==> config.mk <==
export PLATFORM = sky130hd
export DESIGN_NAME = cache_mem_side
export DESIGN_NICKNAME = d
export VERILOG_FILES = /design/src/design/snowball_pkg.sv /design/src/design/cache_mem_side.sv
export SDC_FILE = /design/constraint.sdc
export NUM_CORES = 1
export LEC_CHECK = 0
export BUFFER_PORTS_ARGS = -buffer_cell sky130_fd_sc_hd__buf_2
export CAP_MARGIN = 10
export CORE_MARGIN = 10
export CORE_UTILIZATION = 37
export DETAILED_ROUTE_END_ITERATION = 8
export GPL_TIMING_DRIVEN = 0
export PLACE_DENSITY = 0.76
export SKIP_CTS_REPAIR_TIMING = 1
export SLEW_MARGIN = 20
export SYNTH_ARGS = -nofsm -noshare
export SYNTH_HDL_FRONTEND = slang
export SYNTH_SLANG_ARGS = --single-unit
export TNS_END_PERCENT = 1
==> constraint.sdc <==
create_clock -name mcu_clk -period 3.7 [get_ports mcu_clk]
set_input_delay 0.185 -clock mcu_clk [delete_from_list [all_inputs] [get_ports mcu_clk]]
set_output_delay 0.185 -clock mcu_clk [all_outputs]
set_load 0.02 [all_outputs]
==> src/design/snowball_pkg.sv <==
package snowball_pkg;

  // --------------------------------------------------------------------------
  // address layout
  // --------------------------------------------------------------------------
  localparam int ADDR_W = 32;
  localparam int DATA_W = 32;
  localparam int IDX_W = 8;              // cache and tlb index width
  localparam int PAGE_W = 14;            // virtual and physical page tag width

  localparam int WORD_IDX_LSB = 2;       // word index at 9:2
  localparam int TLB_IDX_LSB = 10;       // tlb index at 17:10
  localparam int PAGE_TAG_LSB = 18;      // page tag at 31:18

  // --------------------------------------------------------------------------
  // storage depths
  // --------------------------------------------------------------------------
  localparam int CACHE_LINES = 256;
  localparam int TLB_ENTRIES = 256;

  // tlb entry word as written through the memory port
  localparam int TLB_ENTRY_PHYS_MSB = 29; // physical tag 29:16
  localparam int TLB_ENTRY_VIRT_MSB = 13; // virtual tag 13:0

  // --------------------------------------------------------------------------
  // types
  // --------------------------------------------------------------------------
  typedef logic [ADDR_W-1:0] addr_t;    // byte address
  typedef logic [DATA_W-1:0] data_t;    // data word
  typedef logic [PAGE_W-1:0] page_tag_t;

  // cache line tag, physical page plus the tlb index bits of the address
  typedef struct packed {
    page_tag_t          ppage;
    logic [IDX_W-1:0]   tidx;
  } cache_tag_t;

endpackage

==> src/design/cache_mem_side.sv <==
module cache_mem_side
  import snowball_pkg::*;
(
  input  logic             mcu_clk,
  input  logic             RST,
  input  logic             launch_toggle,
  input  addr_t            req_addr,
  input  data_t            req_wdata,
  input  logic             req_we,
  input  logic             req_tlb,
  input  cache_tag_t       fill_tag,
  output logic             retire_toggle,
  output data_t            fill_data,
  output addr_t            mem_addr,
  output logic             mem_we,
  output data_t            mem_wdata,
  output logic             mem_req,
  input  logic             mem_grant,
  input  logic             mem_ack,
  input  data_t            mem_rdata,
  output logic             data_we,
  output logic [IDX_W-1:0] data_waddr,
  output data_t            data_wdata,
  output cache_tag_t       tag_wdata,
  output logic             tlb_we,
  output logic [IDX_W-1:0] tlb_waddr
);

  logic [2:0] launch_sync;
  logic       launch_edge;
  logic       pending;                  // transaction waiting for ack
  logic       op_write;
  logic       op_tlb;
  logic       done;

  // --------------------------------------------------------------------------
  // memory port
  // --------------------------------------------------------------------------
  assign launch_edge = launch_sync[2] ^ launch_sync[1];
  assign mem_req = pending && mem_grant; // arbiter holds off the request
  assign done = mem_req && mem_ack;

  // write data for writes and tlb entries, read data for fills
  assign data_wdata = (op_write || op_tlb) ? mem_wdata : mem_rdata;

  // cache and tlb ram write ports
  assign data_we = done && !op_tlb;
  assign tlb_we = done && op_tlb;
  assign data_waddr = mem_addr[WORD_IDX_LSB +: IDX_W];
  assign tlb_waddr = mem_addr[WORD_IDX_LSB +: IDX_W]; // entry index from bits 9:2

  // fields are held stable by the cpu side until retire
  always_ff @(posedge mcu_clk)
  begin
    if (launch_edge)
    begin
      mem_addr <= req_addr;
      mem_wdata <= req_wdata;
      tag_wdata <= fill_tag;
    end
    if (done)
    begin
      fill_data <= data_wdata;
    end
  end

  // --------------------------------------------------------------------------
  // transaction control
  // --------------------------------------------------------------------------
  always_ff @(posedge mcu_clk)
  begin
    if (!RST)
    begin
      launch_sync <= '0;
      pending <= 1'b0;
      op_write <= 1'b0;
      op_tlb <= 1'b0;
      mem_we <= 1'b0;
      retire_toggle <= 1'b0;
    end
    else
    begin
      launch_sync <= {launch_sync[1:0], launch_toggle};
      if (launch_edge)
      begin
        pending <= 1'b1;
        op_write <= req_we;
        op_tlb <= req_tlb;
        mem_we <= req_we || req_tlb;    // tlb entries go out as writes
      end
      else if (done)
      begin
        pending <= 1'b0;
        mem_we <= 1'b0;
        retire_toggle <= !retire_toggle; // back to the cpu side
      end
    end
  end

endmodule

# Word-level counts from Yosys, hierarchy flattened
# Index checks and enable logic that the tools add are counted.
# word_totals
latchBits,0
ff_bits,126
mem_bits_ro,0
input_bits,125
output_inout_bits,171
ramBits,0
mem_count,0
# classes
reduce_logical,10
n_eq_ne,0
bitwise,2
multipliers,0
div_mod_pow,0
mux,4
shift,0
addsub,0
order_cmp,0
# op_table
operator,n
32-bit 2-to-1 mux,1
1-bit logical AND,4
1-bit 2-to-1 mux,3
1-bit logical NOT,2
1-bit logical OR,2
2-bit AND reduction,1
2-bit nonzero test,1
1-bit NOT,1
1-bit XOR,1

# Depth between registers and ports, before layout
# Gate-level depths: netlist of run 1.
# depth
depth_word,4
ltp_mapped,3
ltp_nobuf,3

# Least setup slack after synthesis of run 1
# OpenSTA, ideal clock, no wires.
# synth_path
kind,register to register
startpoint,register launch_sync[1]
endpoint,register retire_toggle
path_stages_with_launch,4
path_slack_ns,0.165
setup_time_ns,0.073
synth_period_minus_slack_ns,3.535
arrival_time_ns,3.462
path_cell_list,dfxtp_1 xor2_2 o21ai_0 a21oi_1
# synth_between
elab_chain_cells,3
# synth_rtl
item,line,source
from (decl),cache_mem_side.sv:29,logic [2:0] launch_sync;
from (signal assigned),cache_mem_side.sv:83,"launch_sync <= {launch_sync[1:0], launch_toggle};"
1-bit XOR,cache_mem_side.sv:39,assign launch_edge = launch_sync[2] ^ launch_sync[1];
named net launch_edge,cache_mem_side.sv:30,logic launch_edge;
1-bit NOT (no source line),-,
2-bit AND reduction (no source line),-,
to (signal assigned),cache_mem_side.sv:95,retire_toggle <= !retire_toggle;
to (decl),cache_mem_side.sv:12,"output logic retire_toggle,"
# The timed path passes the listed nets, and every way through them passes these cells.
# A chain may end at the register's enable or synchronous reset.

# Worst setup path in the final report of run 1
# layout_path
startpoint,register op_tlb
endpoint,output data_wdata[11]
# layout_between
elab_chain_cells,2
# layout_rtl
item,line,source
from (decl),cache_mem_side.sv:33,logic op_tlb;
from (signal assigned),cache_mem_side.sv:88,op_tlb <= req_tlb;
1-bit logical OR,cache_mem_side.sv:44,assign data_wdata = (op_write || op_tlb) ? mem_wdata : mem_rdata;
32-bit 2-to-1 mux,cache_mem_side.sv:44,
to (decl),cache_mem_side.sv:23,"output data_t data_wdata,"
# Every way passes these cells.

==> results of run 1 <==
-- power breakdown --
group          switching (mW)  leakage [nW]  total (mW)  internal [mW]
combinational           0.260          1.87       0.487          0.227
clock                   0.576         0.251        1.48          0.906
sequential             0.0217          1.15        1.65           1.63
-- per-stage QoR --
stage               worst slack [ns]  cell area [um^2]  hold WS [ns]  std cells  setup TNS (ns)
global placement              -0.780              6000         0.361        638          -52.43
CTS                             1.48              6650       -0.0698        673               0
global route                    1.45              7520        0.0208        760               0
floorplan                      0.165              4350         0.284        200               0
detailed placement              1.93              6120         0.363        642               0
finish                          1.57              7520        0.0178        760               0
-- flip-flops by register name (all words and copies together), names as in the netlist --
register	flops
op_write	1
mem_we	1
mem_addr	32
pending	1
launch_sync	3
mem_wdata	32
fill_data	32
tag_wdata	22
retire_toggle	1
op_tlb	1
-- layout make-up --
| class | count | area share |
|---|---|---|
| Tap cell | 143 | 0.0238 |
| Inverter | 2 | 0.000998 |
| Buffer | 19 | 0.0190 |
| Sequential cell | 126 | 0.492 |
| Clock buffer | 18 | 0.0570 |
| Clock inverter | 13 | 0.0135 |
| Multi-Input combinational cell | 53 | 0.0670 |
| Timing Repair Buffer | 386 | 0.327 |
-- layer usage --
metal | global-route usage | vias to the layer above | part of all wire
li1 | - | 1571 | -
met1 | 0.148 | 1608 | 0.33
met2 | 0.254 | 198 | 0.52
met3 | 0.101 | 12 | 0.14
met4 | 0.0583 | 0 | 0.0091
met5 | 0 | - | 0
-- critical path: cells and delay by family, from the launching register on --
kind / cells / cell delay (ns)
buffers and inverters: 2 / 0.46
and+or+nand+nor: 1 / 0.34
DFF: 1 / 0.34
muxes: 1 / 0.40
-- cell families (layout without fill, tap and decap cells) --
| kind of cell | after synthesis | after routing | share of synthesized area |
|---|---|---|---|
| XOR/XNOR | 1 | 1 | 0.00374 |
| AO/OA/AOI/OAI | 5 | 5 | 0.00633 |
| buffers and inverters | 21 | 438 | 0.0345 |
| multiplexers | 34 | 34 | 0.0875 |
| flip-flops | 126 | 126 | 0.852 |
| AND/OR/NAND/NOR | 13 | 13 | 0.0158 |
-- final timing paths --
check	start	endpoint	slack [ns]	cells past startpoint
setup / recovery	op_tlb	data_wdata[11]	1.57	4
hold reg to reg	launch_sync[0]	launch_sync[1]	0.42	1
hold / removal	RST	launch_sync[1]	0.02	2
setup reg to reg	op_tlb	fill_data[11]	2.08	3
-- cell usage after synthesis, drive strengths merged --
master	number
xor2	1
mux2i	2
a21oi	3
inv	2
and2	4
and3	1
or3	1
o21ai	1
dfxtp	8
nand3	1
buf	19
nor2	6
edfxtp	118
mux2	32
a211oi	1
-- cells in the final DEF, fill, tap and decap left out, types with 2 or more instances in the layout --
cell,n
mux2_1,2
mux2_2,30
mux2i_1,2
nor2_1,5
clkinvlp_4,5
dlygate4sd3_1,87
buf_16,4
buf_2,295
clkinv_2,6
clkbuf_16,17
dfxtp_1,8
a21oi_1,3
and2_1,3
buf_4,19
edfxtp_1,118
==> run_results.csv, run 1 <==
group,metric,value,unit
power_and_ir_drop,ir_worst_vdd,0.000382,V
final_layout,utilization,0.656,
routing,wirelength,15200,um
grt,grt_pass1_vias,3337,
die,initial_utilization,0.379,
yosys,synth_top_area_cell,"edfxtp_1",
clock_tree,clockRootBuffer,"clkbuf_16",
worst_setup_path,critPathRequiredTime,3.51,ns
yosys,avgSynthCellArea,21.7,um^2
timing,relSlewSlack,0.517,
timing,finalSetupViolCount,0,
placed_design,port_buffers,295,
timing,fin_skew,0.0104,ns
worst_setup_path,cpPeakStageDelay,0.40,ns
timing,finalCritPeriodShare,0.576,
final_layout,antennaDiodeCount,0,
final_layout,layout-drive-gt1-share,0.618,
yosys,yosysSeqAreaShare,0.852,
timing,fmax,469,MHz
final_layout,register_area,3700,um^2
die,core_area,11500,um^2
yosys,synth-seq-cells,126,
timing,max_slew.worst_pin.slew,0.723,ns
final_layout,area_growth,73.1,%
yosys,synth_warnings,0,
routing,drt_iter0_markers,146,
yosys,postSynthCellCount,200,
routing,drtAntennaViolNets,0,
clock_tree,cts_buffers,17,
routing,vias_per_cell,4.46,
yosys,synth.distinct_cells,18,
die,num_io_pins,296,
clock_tree,h-tree-depth,4,
worst_setup_path,path_max_fanout,10,
final_layout,multi_input_area,504,um^2
job,cap_violations,0,
power_and_ir_drop,p_leak,3.27,nW
routing,first_pass_iters,4,
yosys,syn_nets,325,
grt,antenna_found_initial,0,
die,fp.dieH,128,um
yosys,synth_area,4350,um^2
yosys,synth_area_leaders,"edfxtp_1 82%, mux2_2 7.8%, dfxtp_1 3.7%, buf_4 3.3%, mux2_1 0.52%",
run_status,run_status,"completed",
yosys,synth_top_area_frac,0.815,
timing,finalMaxSlewViolations,0,
die,rows,39,
worst_setup_path,worstSetupPathType,"flop to primary output",
grt,grt_pass1_wl,19000,um
clock_tree,cts_tree,"done",
clock_tree,clockBufferDepth,2,
placed_design,dp_hpwl,10600,um
worst_setup_path,path_cells,"nor2_2, buf_4, mux2_2, buf_2",
grt,overflow,0,
clock_tree,clk_latency,0.41,ns
power_and_ir_drop,pwr_density_cell,481,nW/um^2
clock_tree,cts_sinks,126,
worst_setup_path,startpoint_type,"flop",
routing,post_drt_wl_per_cell,20.1,um
grt,grt_max_degree,33,
die,dieArea,16500,um^2
hold_path,hold_path.class,"primary input to flop",
die,die_w,128,um
routing,drc,0,
clock_tree,clk_pin_slew,0.05,ns
final_layout,fillCellCount,792,
final_layout,final_nets,730,
placed_design,gp_congestion,0.773,
grt,track_usage,0.153,
routing,via_count,3389,
worst_setup_path,cp_slowest_cell,"mux2_2",
timing,final-hold-violation-count,0,
timing,fin_crit,2.13,ns
power_and_ir_drop,finalPower,3.62,mW
timing,rsz0062_at_grt,"no",
worst_setup_path,arrival,1.95,ns
worst_setup_path,critPathCaptureType,"primary output",
(Power assumes the default switching activity.)
==> inputs of run 2 (changes only) <==
clock period = 1.9 ns   (was 3.7 ns; I/O delays follow)
==> run_results.csv, run 2 (synthesis results as in run 1) <==
group,metric,value,unit
power_and_ir_drop,ir_worst_vdd,0.000696,V
routing,drt_iter0_markers,168,
clock_tree,clockBufferDepth,2,
final_layout,mostFrequentLayoutCells,"295 x buf_2, 118 x edfxtp_1, 93 x dlygate4sd3_1",
final_layout,utilization,0.666,
routing,via_count,3459,
grt,track_usage,0.156,
final_layout,final_common_cell,"buf_2",
die,dieArea,16500,um^2
timing,finalMaxSlewViolations,0,
die,fp.dieH,128,um
routing,drtAntennaViolNets,0,
timing,final-hold-violation-count,0,
clock_tree,cts_sinks,126,
power_and_ir_drop,pwr_density_cell,954,nW/um^2
worst_setup_path,r2r_slack,0.37,ns
die,num_io_pins,296,
routing,first_pass_iters,4,
clock_tree,cts_buffers,17,
power_and_ir_drop,finalPower,7.28,mW
die,rows,39,
timing,fmax,536,MHz
placed_design,gp_congestion,0.776,
timing,max_slew.worst_pin.slew,0.734,ns
routing,wirelength,15300,um
clock_tree,clk_latency,0.41,ns
worst_setup_path,crit_buf_inv,2,
worst_setup_path,r2r-start,"pending",
hold_path,min_path_cells,2,
clock_tree,cts_tree,"done",
timing,finalSetupViolCount,0,
hold_path,min_to,"fill_data[2]",
die,core_area,11500,um^2
worst_setup_path,worstSetupPathType,"flop to primary output",
final_layout,top_regs,"fill_data (32), mem_addr (32), mem_wdata (32)",
worst_setup_path,path_cells,"nor2_4, buf_4, mux2_1, buf_2",
clock_tree,clk_pin_slew,0.05,ns
grt,overflow,0,
worst_setup_path,startpoint_type,"flop",
timing,setup_ws,0.0356,ns
worst_setup_path,cpPeakStageDelay,0.38,ns
placed_design,dp_hpwl,11000,um
timing,finalCritPeriodShare,0.981,
hold_path,hp-start,"mem_rdata[2]",
grt,grt_pass1_vias,3327,
hold_path,hold_path.class,"primary input to flop",
final_layout,antennaDiodeCount,0,
final_layout,area_growth,75.6,%
timing,fin_skew,0.00832,ns
run_status,run_status,"completed",
worst_setup_path,r2r.worst_path.cells,2,
timing,relSlewSlack,0.510,
worst_setup_path,critPathCaptureType,"primary output",
timing,fin_crit,1.86,ns
routing,vias_per_cell,4.52,
worst_setup_path,crit_family,"buffers and inverters",
grt,grt_pass1_wl,19300,um
final_layout,layout-drive-gt1-share,0.604,
placed_design,port_buffers,295,
worst_setup_path,cp_slowest_cell,"mux2_1",
power_and_ir_drop,p_leak,3.32,nW
routing,post_drt_wl_per_cell,20.0,um
die,die_w,128,um
routing,drc,0,
grt,grt_max_degree,33,
timing,rsz0062_at_grt,"yes",
clock_tree,h-tree-depth,4,
worst_setup_path,regToRegEndpoint,"fill_data[13]",
worst_setup_path,arrival,1.77,ns
grt,antenna_found_initial,0,
worst_setup_path,critPathRequiredTime,1.80,ns
clock_tree,clockRootBuffer,"clkbuf_16",
placed_design,preCtsSetupSlack,0.0207,ns
die,initial_utilization,0.379,
final_layout,final_nets,737,
worst_setup_path,path_max_fanout,10,
job,cap_violations,0,
-- run 2: cell types whose count changed in the layout (fill, tap and decap cells not counted), sizes merged --
| cell | before | now |
|---|---|---|
| buf | 318 | 319 |
| bufinv | 1 | 3 |
| clkbuf | 18 | 21 |
| clkinv | 7 | 4 |
| clkinvlp | 5 | 2 |
| dlygate4sd3 | 87 | 93 |
-- run 2: worst max-delay path by stage --
stage / startpoint / to / slack (ns) / cells after the start
finish: op_tlb / data_wdata[4] / 0.04 / 4
global route: op_tlb / data_wdata[4] / -0.02 / 4
CTS: op_tlb / data_wdata[17] / -0.16 / 4
detailed placement: launch_sync[1] / mem_addr[14] / 0.02 / 4
global placement: launch_sync[2] / op_write / -1.09 / 3
floorplan: launch_sync[2] / op_tlb / -0.51 / 3
-- run 2: through the flow --
stage / TNS (ns) / hold WS [ns] / cell area (um^2) / std cells
CTS: -2.78 / -0.162 / 6690 / 672
floorplan: -43.28 / 0.194 / 4360 / 200
global placement: -95.37 / 0.271 / 6010 / 638
finish: 0 / 0.00834 / 7630 / 766
detailed placement: 0 / 0.273 / 6120 / 642
global route: -0.0556 / 0.00316 / 7630 / 766
-- run 2: layout make-up --
| type | instances | area, um^2 |
|---|---|---|
| fill | 773 | 3830 |
| sequential | 126 | 3700 |
| timing repair buffer | 393 | 2520 |
| multi-input combinational | 53 | 509 |
| clock buffer | 21 | 440 |
| tap | 143 | 179 |
| buffer | 19 | 146 |
| clock inverter | 9 | 120 |
| inverter | 2 | 7.51 |
-- run 2: per-layer routing --
metal  part of all wire  GRT usage
met1               0.34      0.144
met2               0.50      0.265
met3               0.15      0.103
met4              0.012     0.0669
met5                  0          0
-- run 2: worst reg2reg max path, cell delays in order (launching register included) --
cell and delay, ns:
dfxtp_1 0.34, nand3_1 0.19, inv_2 0.60
-- run 2: power breakdown --
| group | internal, mW | switching, mW |
|---|---|---|
| registers | 3.18 | 0.0438 |
| clock network | 2.02 | 1.07 |
| logic | 0.453 | 0.509 |
