`config.mk`:
```
export PLATFORM = sky130hd
export DESIGN_NAME = cache_cpu_side
export DESIGN_NICKNAME = d
export VERILOG_FILES = /design/src/design/snowball_pkg.sv /design/src/design/cache_cpu_side.sv
export SDC_FILE = /design/constraint.sdc
export NUM_CORES = 1
export LEC_CHECK = 0
export BUFFER_PORTS_ARGS = -buffer_cell sky130_fd_sc_hd__buf_2
export CAP_MARGIN = 20
export CORE_ASPECT_RATIO = 0.8
export CORE_MARGIN = 2
export CORE_UTILIZATION = 42
export DETAILED_ROUTE_END_ITERATION = 8
export PLACE_DENSITY = 0.66
export SETUP_SLACK_MARGIN = 0.15
export SLEW_MARGIN = 20
export SYNTH_ARGS = -nofsm -noshare
export SYNTH_HDL_FRONTEND = slang
export SYNTH_SLANG_ARGS = --single-unit
```
`constraint.sdc`:
```
create_clock -name CPU_CLK -period 4.39 [get_ports CPU_CLK]
set_input_delay 0.878 -clock CPU_CLK [delete_from_list [all_inputs] [get_ports CPU_CLK]]
set_output_delay 0.878 -clock CPU_CLK [all_outputs]
set_load 0.1 [all_outputs]
```
`src/design/snowball_pkg.sv`:
```
package snowball_pkg;

  // --------------------------------------------------------------------------
  // address layout
  // --------------------------------------------------------------------------
  localparam int ADDR_W = 32;
  localparam int DATA_W = 32;
  localparam int IDX_W = 8;              // cache and tlb index width
  localparam int PAGE_W = 14;            // virtual and physical page tag width

  localparam int WORD_IDX_LSB = 2;       // word index at 9:2
  localparam int TLB_IDX_LSB = 10;       // tlb index at 17:10
  localparam int PAGE_TAG_LSB = 18;      // page tag at 31:18

  // --------------------------------------------------------------------------
  // storage depths
  // --------------------------------------------------------------------------
  localparam int CACHE_LINES = 256;
  localparam int TLB_ENTRIES = 256;

  // tlb entry word as written through the memory port
  localparam int TLB_ENTRY_PHYS_MSB = 29; // physical tag 29:16
  localparam int TLB_ENTRY_VIRT_MSB = 13; // virtual tag 13:0

  // --------------------------------------------------------------------------
  // types
  // --------------------------------------------------------------------------
  typedef logic [ADDR_W-1:0] addr_t;    // byte address
  typedef logic [DATA_W-1:0] data_t;    // data word
  typedef logic [PAGE_W-1:0] page_tag_t;

  // cache line tag, physical page plus the tlb index bits of the address
  typedef struct packed {
    page_tag_t          ppage;
    logic [IDX_W-1:0]   tidx;
  } cache_tag_t;

endpackage

```
`src/design/cache_cpu_side.sv`:
```
module cache_cpu_side
  import snowball_pkg::*;
(
  input  logic             CPU_CLK,
  input  logic             RST,
  input  addr_t            cpu_addr,
  input  data_t            cpu_wdata,
  input  logic             cpu_we,
  input  logic             cpu_req,
  input  logic             tlb_write,
  input  logic             vmem_act,
  input  logic             cache_inhibit,
  output data_t            cpu_rdata,
  output logic             busy,
  output logic             mmu_fault,
  output logic             lookup_re,
  output logic [IDX_W-1:0] lookup_idx,
  output logic [IDX_W-1:0] tlb_idx,
  input  data_t            data_rd,
  input  cache_tag_t       tag_rd,
  input  page_tag_t        tlb_phys_rd,
  input  page_tag_t        tlb_virt_rd,
  output logic             launch_toggle,
  output addr_t            req_addr,
  output data_t            req_wdata,
  output logic             req_we,
  output logic             req_tlb,
  output cache_tag_t       fill_tag,
  input  logic             retire_toggle,
  input  data_t            fill_data
);

  typedef enum logic [2:0] {
    ST_IDLE,
    ST_LOOKUP,                          // ram read
    ST_COMPARE,                         // tag and tlb compare
    ST_RESOLVE,                         // hit, fault or launch
    ST_MEMWAIT                          // waiting for mem side retire
  } state_t;

  state_t           state;
  addr_t            addr_q;
  logic             req_vmem;
  page_tag_t        vpage;
  page_tag_t        page_tag;
  cache_tag_t       lookup_tag;
  logic             tag_hit;
  logic             tlb_miss;
  logic             hit_q;
  logic             fault_q;
  data_t            data_q;
  logic             plain_read;
  logic             accept;
  logic [CACHE_LINES-1:0] line_valid;
  logic [2:0]       retire_sync;
  logic             retire_edge;

  // --------------------------------------------------------------------------
  // lookup datapath
  // --------------------------------------------------------------------------
  assign accept = (state == ST_IDLE) && ((cpu_req && !cache_inhibit) || tlb_write);
  assign busy = (state != ST_IDLE);
  assign lookup_re = (state == ST_LOOKUP);
  assign lookup_idx = addr_q[WORD_IDX_LSB +: IDX_W];
  assign tlb_idx = addr_q[TLB_IDX_LSB +: IDX_W];
  assign vpage = addr_q[PAGE_TAG_LSB +: PAGE_W];
  assign plain_read = !req_we && !req_tlb;

  // tlb writes are never translated
  assign page_tag = (req_vmem && !req_tlb) ? tlb_phys_rd : vpage;
  assign lookup_tag = {page_tag, tlb_idx};
  assign tag_hit = line_valid[lookup_idx] && (tag_rd == lookup_tag);
  assign tlb_miss = req_vmem && !req_tlb && (tlb_virt_rd != vpage);

  assign retire_edge = retire_sync[2] ^ retire_sync[1];
  assign req_addr = {fill_tag, addr_q[TLB_IDX_LSB-1:0]}; // physical address

  // request fields and returned data
  always_ff @(posedge CPU_CLK)
  begin
    if (accept)
    begin
      addr_q <= cpu_addr;
      req_wdata <= cpu_wdata;
      req_we <= cpu_we && !tlb_write;
      req_tlb <= tlb_write;
      req_vmem <= vmem_act;
    end
    if (state == ST_COMPARE)
    begin
      fill_tag <= lookup_tag;
      data_q <= data_rd;
    end
    if ((state == ST_RESOLVE) && hit_q && !fault_q && plain_read)
    begin
      cpu_rdata <= data_q;              // hit
    end
    else if ((state == ST_MEMWAIT) && retire_edge && plain_read)
    begin
      cpu_rdata <= fill_data;           // miss fill
    end
  end

  // --------------------------------------------------------------------------
  // request FSM
  // --------------------------------------------------------------------------
  always_ff @(posedge CPU_CLK)
  begin
    if (!RST)
    begin
      state <= ST_IDLE;
      launch_toggle <= 1'b0;
      mmu_fault <= 1'b0;
      line_valid <= '0;
      retire_sync <= '0;
      hit_q <= 1'b0;
      fault_q <= 1'b0;
    end
    else
    begin
      retire_sync <= {retire_sync[1:0], retire_toggle}; // two flops plus edge stage
      case (state)
        ST_IDLE:
        begin
          if (accept)
          begin
            mmu_fault <= 1'b0;
            state <= ST_LOOKUP;
          end
        end
        ST_LOOKUP:
        begin
          state <= ST_COMPARE;
        end
        ST_COMPARE:
        begin
          hit_q <= tag_hit;
          fault_q <= tlb_miss;
          state <= ST_RESOLVE;
        end
        ST_RESOLVE:
        begin
          if (fault_q)
          begin
            mmu_fault <= 1'b1;          // no memory access
            state <= ST_IDLE;
          end
          else if (hit_q && plain_read)
          begin
            state <= ST_IDLE;
          end
          else
          begin
            launch_toggle <= !launch_toggle; // miss, write or tlb write
            state <= ST_MEMWAIT;
          end
        end
        ST_MEMWAIT:
        begin
          if (retire_edge)
          begin
            if (!req_tlb)
            begin
              line_valid[lookup_idx] <= 1'b1; // line now filled or written
            end
            state <= ST_IDLE;
          end
        end
        default:
        begin
          state <= ST_IDLE;
        end
      endcase
    end
  end

endmodule

```
After elaboration in Yosys (flattened, before gate mapping)
Cells that the tools add are included.
{"block": "word_totals", "out_inout_bits": 140, "ff_bits": 419, "inputBits": 186}
{"block": "classes", "n_mux": 15, "n_reduce_logical": 29, "order_cmp": 2, "eq_ne": 9, "n_bitwise": 5}
{"cell": "$or A256 B256 Y256", "n": 1}
{"cell": "$mux W32", "n": 2}
{"cell": "$eq A22 B22 Y1", "n": 1}
{"cell": "$pmux W3 S5", "n": 1}
{"cell": "$logic_and A1 B1 Y1", "n": 14}
{"cell": "$mux W14", "n": 1}
{"cell": "$ne A14 B14 Y1", "n": 1}
{"cell": "$mux W3", "n": 4}
{"cell": "$lt A8 B9 Y1 const B", "n": 1}
{"cell": "$reduce_and A3 Y1", "n": 3}
{"cell": "$bmux W1 S8", "n": 1}
{"cell": "$demux W1 S8", "n": 1}
{"cell": "$ge A8 B1 Y1 const B", "n": 1}
{"cell": "$eq A3 B2 Y1 const B", "n": 2}
{"cell": "$logic_not A1 Y1", "n": 6}
{"cell": "$ne A2 B2 Y1 const B", "n": 3}
{"cell": "$mux W1", "n": 4}
{"cell": "$reduce_bool A2 Y1", "n": 2}
{"cell": "$eq A3 B1 Y1 const B", "n": 1}
{"cell": "$eq A3 B3 Y1 const B", "n": 1}
{"cell": "$logic_not A3 Y1", "n": 1}
{"cell": "$not A1 Y1", "n": 3}
{"cell": "$reduce_bool A3 Y1", "n": 1}
{"cell": "$pmux W1 S2", "n": 1}
{"cell": "other kinds (3)", "n": 3}

Depth between registers and ports, before layout
{"block": "logic_depth", "word_depth": 6, "depth_mapped": 11}

Worst setup path after synthesis
No wires, ideal clock.
{"block": "synth_path", "kind": "register to register", "startpoint": "register state[0]", "endpoint": "register addr_q[0] (enable)", "arrival_time_ns": 4.113, "required_ns": 3.896, "n_path_buf": 0, "path_stages_with_launch": 3, "setup_slack_ns": -0.217, "setup_ns": 0.494, "cell_sequence": "dfxtp_1 or3_1 nor2_1"}
{"block": "synth_via", "elab_chain_len": 2}
{"element": "start, declared", "line": "cache_cpu_side.sv:41", "rtl": "state_t state;"}
{"element": "start signal, assigned", "line": "cache_cpu_side.sv:111", "rtl": "state <= ST_IDLE;"}
{"element": "start signal, assigned", "line": "cache_cpu_side.sv:128", "rtl": "state <= ST_LOOKUP;"}
{"element": "start signal, assigned", "line": "cache_cpu_side.sv:133", "rtl": "state <= ST_COMPARE;"}
{"element": "$logic_not A3 Y1", "line": "cache_cpu_side.sv:61", "rtl": "assign accept = (state == ST_IDLE) && ((cpu_req && !cache_inhibit) || tlb_write);"}
{"element": "$logic_and A1 B1 Y1", "line": "cache_cpu_side.sv:61"}
{"element": "named net accept", "line": "cache_cpu_side.sv:53", "rtl": "logic accept;"}
{"element": "end signal, assigned", "line": "cache_cpu_side.sv:83", "rtl": "addr_q <= cpu_addr;"}
{"element": "end, declared", "line": "cache_cpu_side.sv:42", "rtl": "addr_t addr_q;"}
The timed path passes the listed nets, and every way through them passes these cells.
A chain may end at the register's enable or synchronous reset.

Final worst setup path
{"block": "layout_path", "startpoint": "register req_tlb", "endpoint": "register hit_q"}
{"block": "layout_via", "elab_chain_len": 5}
{"element": "start, declared", "line": "cache_cpu_side.sv:27", "rtl": "output logic req_tlb,"}
{"element": "start signal, assigned", "line": "cache_cpu_side.sv:86", "rtl": "req_tlb <= tlb_write;"}
{"element": "$logic_not A1 Y1"}
{"element": "$logic_and A1 B1 Y1", "line": "cache_cpu_side.sv:70", "rtl": "assign page_tag = (req_vmem && !req_tlb) ? tlb_phys_rd : vpage;"}
{"element": "$mux W14", "line": "cache_cpu_side.sv:70"}
{"element": "named net page_tag[7]", "line": "cache_cpu_side.sv:45", "rtl": "page_tag_t page_tag;"}
{"element": "$eq A22 B22 Y1", "line": "cache_cpu_side.sv:72", "rtl": "assign tag_hit = line_valid[lookup_idx] && (tag_rd == lookup_tag);"}
{"element": "$logic_and A1 B1 Y1", "line": "cache_cpu_side.sv:72"}
{"element": "end signal, assigned", "line": "cache_cpu_side.sv:137", "rtl": "hit_q <= tag_hit;"}
{"element": "end, declared", "line": "cache_cpu_side.sv:49", "rtl": "logic hit_q;"}
The timed path passes the listed nets, and every way through them passes these cells.

==> implementation parameters <==
Parameter                              Value

Outcome
  Outcome ... finished, final reports clean

Critical path
  Data arrival time of the critical path ... approximately 3500 ps
  Slowest stage delay, CP ... 720 ps
  Family with the most delay on the worst path ... simple AND/OR/NAND/NOR gates
  Ordered cell list for the critical path ... nor2b_1, buf_4, mux2_2, xnor2_1, nand4_1, nor4_1, a21oi_1, a211oi_2
  Critical path buffer and inverter count ... 1
  Crit path required time ... 4860 ps
  Kind of end point of the critical path ... flip-flop
  Category of the worst setup path launch point ... flip-flop
  Kind of critical path ... flip-flop to flip-flop
  CP Max Fanout ... 15
  Crit path max-delay cell type ... sky130_fd_sc_hd__nor4_1

STA
  Hold Fails Final Rpt ... 0
  Final cycle utilization of the critical path ... around two thirds
  Layout Skew ... roughly 23 ps
  Slew of the pin with the lowest slew margin ... between 1000 and 1500 ps
  Peak Freq ... roughly 330 MHz
  Max-slew headroom at the worst pin ... 26.4%
  Minimum period implied by the final worst setup slack ... roughly 3000 ps
  Total of endpoints with negative setup slack in the final report ... 0
  Unrepaired setup endpoints after global routing ... no
  Fin worst setup slack ... ~1400 ps
  Max-slew violation total from the final report ... 0
  Worst hold margin ... 447 ps
  Setup tns final ... 0 ps

Min path
  Worst min-delay path category ... flip-flop to flip-flop

Finish
  Area growth from synthesis to layout ... 18.8%
  Layout cells sized above 1 ... between 30% and 40%
  Layout Nets ... 1939
  Count of placed standard cells in the final layout, fillers left out ... ~2300
  Inserted Diodes ... 0

Synthesis
  Distinct cells, synth ... 46
  Library cell occupying the most area in the post-synthesis netlist ... sky130_fd_sc_hd__dfxtp_1
  Synthesized area ... between 15000 and 20000 µm²
  Share of the synthesized area in the top cell type ... between 30% and 40%
  Post-synthesis sequential area ratio ... about three fifths
  Total of warnings raised by yosys ... 0
  Syn Nets ... between 1500 and 2000
  Synthesized area per cell ... 11.2 µm²
  Post-synthesis async set-or-reset flop share ... 0%
  Flops & latches, synth ... 419
  Syn Inst Count ... ~1500
  Post-synth EDFFs ... approximately 150
  Top_reg_cell synth ... sky130_fd_sc_hd__dfxtp_1
  Cells taking the most area after synthesis ... sky130_fd_sc_hd__dfxtp_1 (32%), sky130_fd_sc_hd__edfxtp_1 (28%), sky130_fd_sc_hd__nor2_1 (8.9%)

Power
  PD cells ... 451 nW/µm²
  Worst-case vdd ir drop ... between 0.0003 and 0.0004 V
  Static power due to leakage ... 0.00756 µW

Floorplanning
  Initial core utilization ... a little over two fifths
  Overall die height ... roughly 180 µm
  Standard cell core area ... between 30000 and 40000 µm²
  Floorplan die width ... between 200 and 250 µm
  Number of rows created at floorplan ... 65
  I/O pin cnt ... roughly 330
  Die outline area ... a little over 40000 µm²

Drt
  Average wire length per cell after detail routing ... between 15 and 20 µm
  Via total after detailed routing ... approximately 12000
  Residual DRC ... 0
  Pre-Repair DR Iteration Count ... 6
  Total wirelength of the detailed-routed design ... 46.0 mm
  Count of antenna-violating nets left after detailed routing ... 0
  Vias per std cell ... ~5.3
  Iter 0 DRT Violations ... between 1000 and 1500

Placed design
  Final Wtd Congestion ... a little under 0.9
  Worst slack at placement ... 1490 ps
  Post-DP HPWL ... 31.4 mm
  Dpl cells ... around 2200
  # port buffers ... 325

Clock network
  Number of hold buffers added after cts ... 0
  Count of buffers added by post-CTS timing repair for setup ... 0
  Clock tree from TritonCTS ... built
  Clock-pin slew reported for the worst setup and hold paths after clock tree synthesis ... 70 ps
  Number of buffers inserted during clock tree synthesis ... 42
  Clock Sinks ... between 400 and 500
  Clock latency reported for the late side of the worst-skew pair ... about 550 ps
  Number of gates resized after CTS ... 0
  Worst-case clock buffer depth ... 3
  CTS HTree Levels ... 2
  CTS Root Cell ... sky130_fd_sc_hd__clkbuf_16

GRT
  Vias in the first global route ... 11900
  Initial antenna violation count ... 1
  Global-route wire length before repair ... between 70 and 80 mm
  Total grt overflow ... 0
  Total global-route track usage ... a little over a fifth
  Maximum number of pins on one net before global-route repair ... 87

Job
  Number of max-cap violations ... 0
## kinds of logic (layout without fill, tap and decap cells)
kind of cell | count (synthesis) | in the layout | synth area share [%]
simple gates | 509 | 509 | 12.6
xor+xnor | 38 | 38 | 1.99
flops | 419 | 419 | 59.4
mux | 133 | 133 | 13.1
buf+inv | 155 | 446 | 5.21
compound gates | 240 | 240 | 7.74
## cell usage after synthesis (3+ instances only)
| cell type | n |
|---|---|
| sky130_fd_sc_hd__nor2_1 | 396 |
| sky130_fd_sc_hd__nor3_1 | 22 |
| sky130_fd_sc_hd__nor4_1 | 7 |
| sky130_fd_sc_hd__or3_1 | 8 |
| sky130_fd_sc_hd__clkbuf_1 | 59 |
| sky130_fd_sc_hd__buf_6 | 6 |
| sky130_fd_sc_hd__xnor2_1 | 23 |
| sky130_fd_sc_hd__and2_1 | 5 |
| sky130_fd_sc_hd__buf_1 | 5 |
| sky130_fd_sc_hd__o211ai_1 | 3 |
| sky130_fd_sc_hd__mux4_2 | 64 |
| sky130_fd_sc_hd__a21oi_1 | 197 |
| sky130_fd_sc_hd__nand3_1 | 11 |
| sky130_fd_sc_hd__inv_1 | 6 |
| sky130_fd_sc_hd__nor2b_1 | 8 |
| sky130_fd_sc_hd__o21ai_0 | 7 |
| sky130_fd_sc_hd__buf_4 | 48 |
| sky130_fd_sc_hd__nand2_1 | 25 |
| sky130_fd_sc_hd__xor2_1 | 15 |
| sky130_fd_sc_hd__mux2_2 | 46 |
| sky130_fd_sc_hd__dfxtp_1 | 266 |
| sky130_fd_sc_hd__buf_2 | 28 |
| sky130_fd_sc_hd__edfxtp_1 | 153 |
| sky130_fd_sc_hd__and2_0 | 7 |
| sky130_fd_sc_hd__mux2i_1 | 23 |
| sky130_fd_sc_hd__nand2b_1 | 8 |
| sky130_fd_sc_hd__nand4_1 | 8 |
| sky130_fd_sc_hd__a31oi_1 | 17 |
| sky130_fd_sc_hd__a221oi_1 | 6 |
## power by group
part           internal, µW  total, µW  switching [µW]
logic                   282       1290            1010
registers              4160       4240            79.4
clock network          1950       3430            1480
total                  6390       8950            2570
## placed cells by master, fill, tap and decap left out, drive strengths merged, types with 8 or more instances in the layout
master,n
nor2,396
edfxtp,153
xor2,15
mux2,46
o21ai,8
mux4,64
and2,12
a31oi,17
dfxtp,266
clkinv,14
nand4,8
nand2b,9
nand2,25
a21oi,197
buf,363
clkbuf,61
mux2i,23
xnor2,23
nand3,11
or3,8
nor3,22
nor2b,8
## per-stage QoR
stage	total power, µW	utilization [%]	area (µm²)
global route	9240	50.4	19800
detailed placement	5610	47.1	18500
finish	8950	50.4	19800
CTS	9000	50.4	19800
floorplan	5340	-	16700
global placement	5590	47.1	18500
## routing by layer
layer,vias up,wire (µm),GRT usage (%)
li1,5704,-,-
met2,501,20900,34.2
met3,100,3230,3.86
met5,-,11,0
met4,2,1350,7.08
met1,6037,20500,31.2
## sequential cells by signal (all words and copies together) (netlist names)
register,count
req_wdata,32
mmu_fault,1
req_we,1
launch_toggle,1
state,3
addr_q,32
fault_q,1
line_valid,256
hit_q,1
fill_tag,22
retire_sync,3
req_tlb,1
cpu_rdata,32
req_vmem,1
data_q,32
## cell type report
| class | instances | area [µm²] |
|---|---|---|
| clock buffer | 61 | 1190 |
| clock inverter | 15 | 105 |
| fill | 3562 | 19500 |
| inverter | 7 | 31.3 |
| multi-input combinational | 920 | 5970 |
| sequential | 419 | 9920 |
| tap | 536 | 671 |
| timing repair buffer | 363 | 1960 |
## worst reg2reg max path, cell delays in order (launching register included)
cell	delay, ps
sky130_fd_sc_hd__edfxtp_1	520
sky130_fd_sc_hd__nor2b_1	160
sky130_fd_sc_hd__buf_4	250
sky130_fd_sc_hd__mux2_2	390
sky130_fd_sc_hd__xnor2_1	180
sky130_fd_sc_hd__nand4_1	170
sky130_fd_sc_hd__nor4_1	720
sky130_fd_sc_hd__a21oi_1	290
sky130_fd_sc_hd__a211oi_2	250
## final timing paths
check,from,cells after the start,slack [ps],end
max,req_tlb,8,1380,hit_q
min,retire_sync[0],1,450,retire_sync[1]
max reg2reg,req_tlb,8,1380,hit_q
min reg2reg,retire_sync[0],1,450,retire_sync[1]
Power figures use the tool's default switching activity.
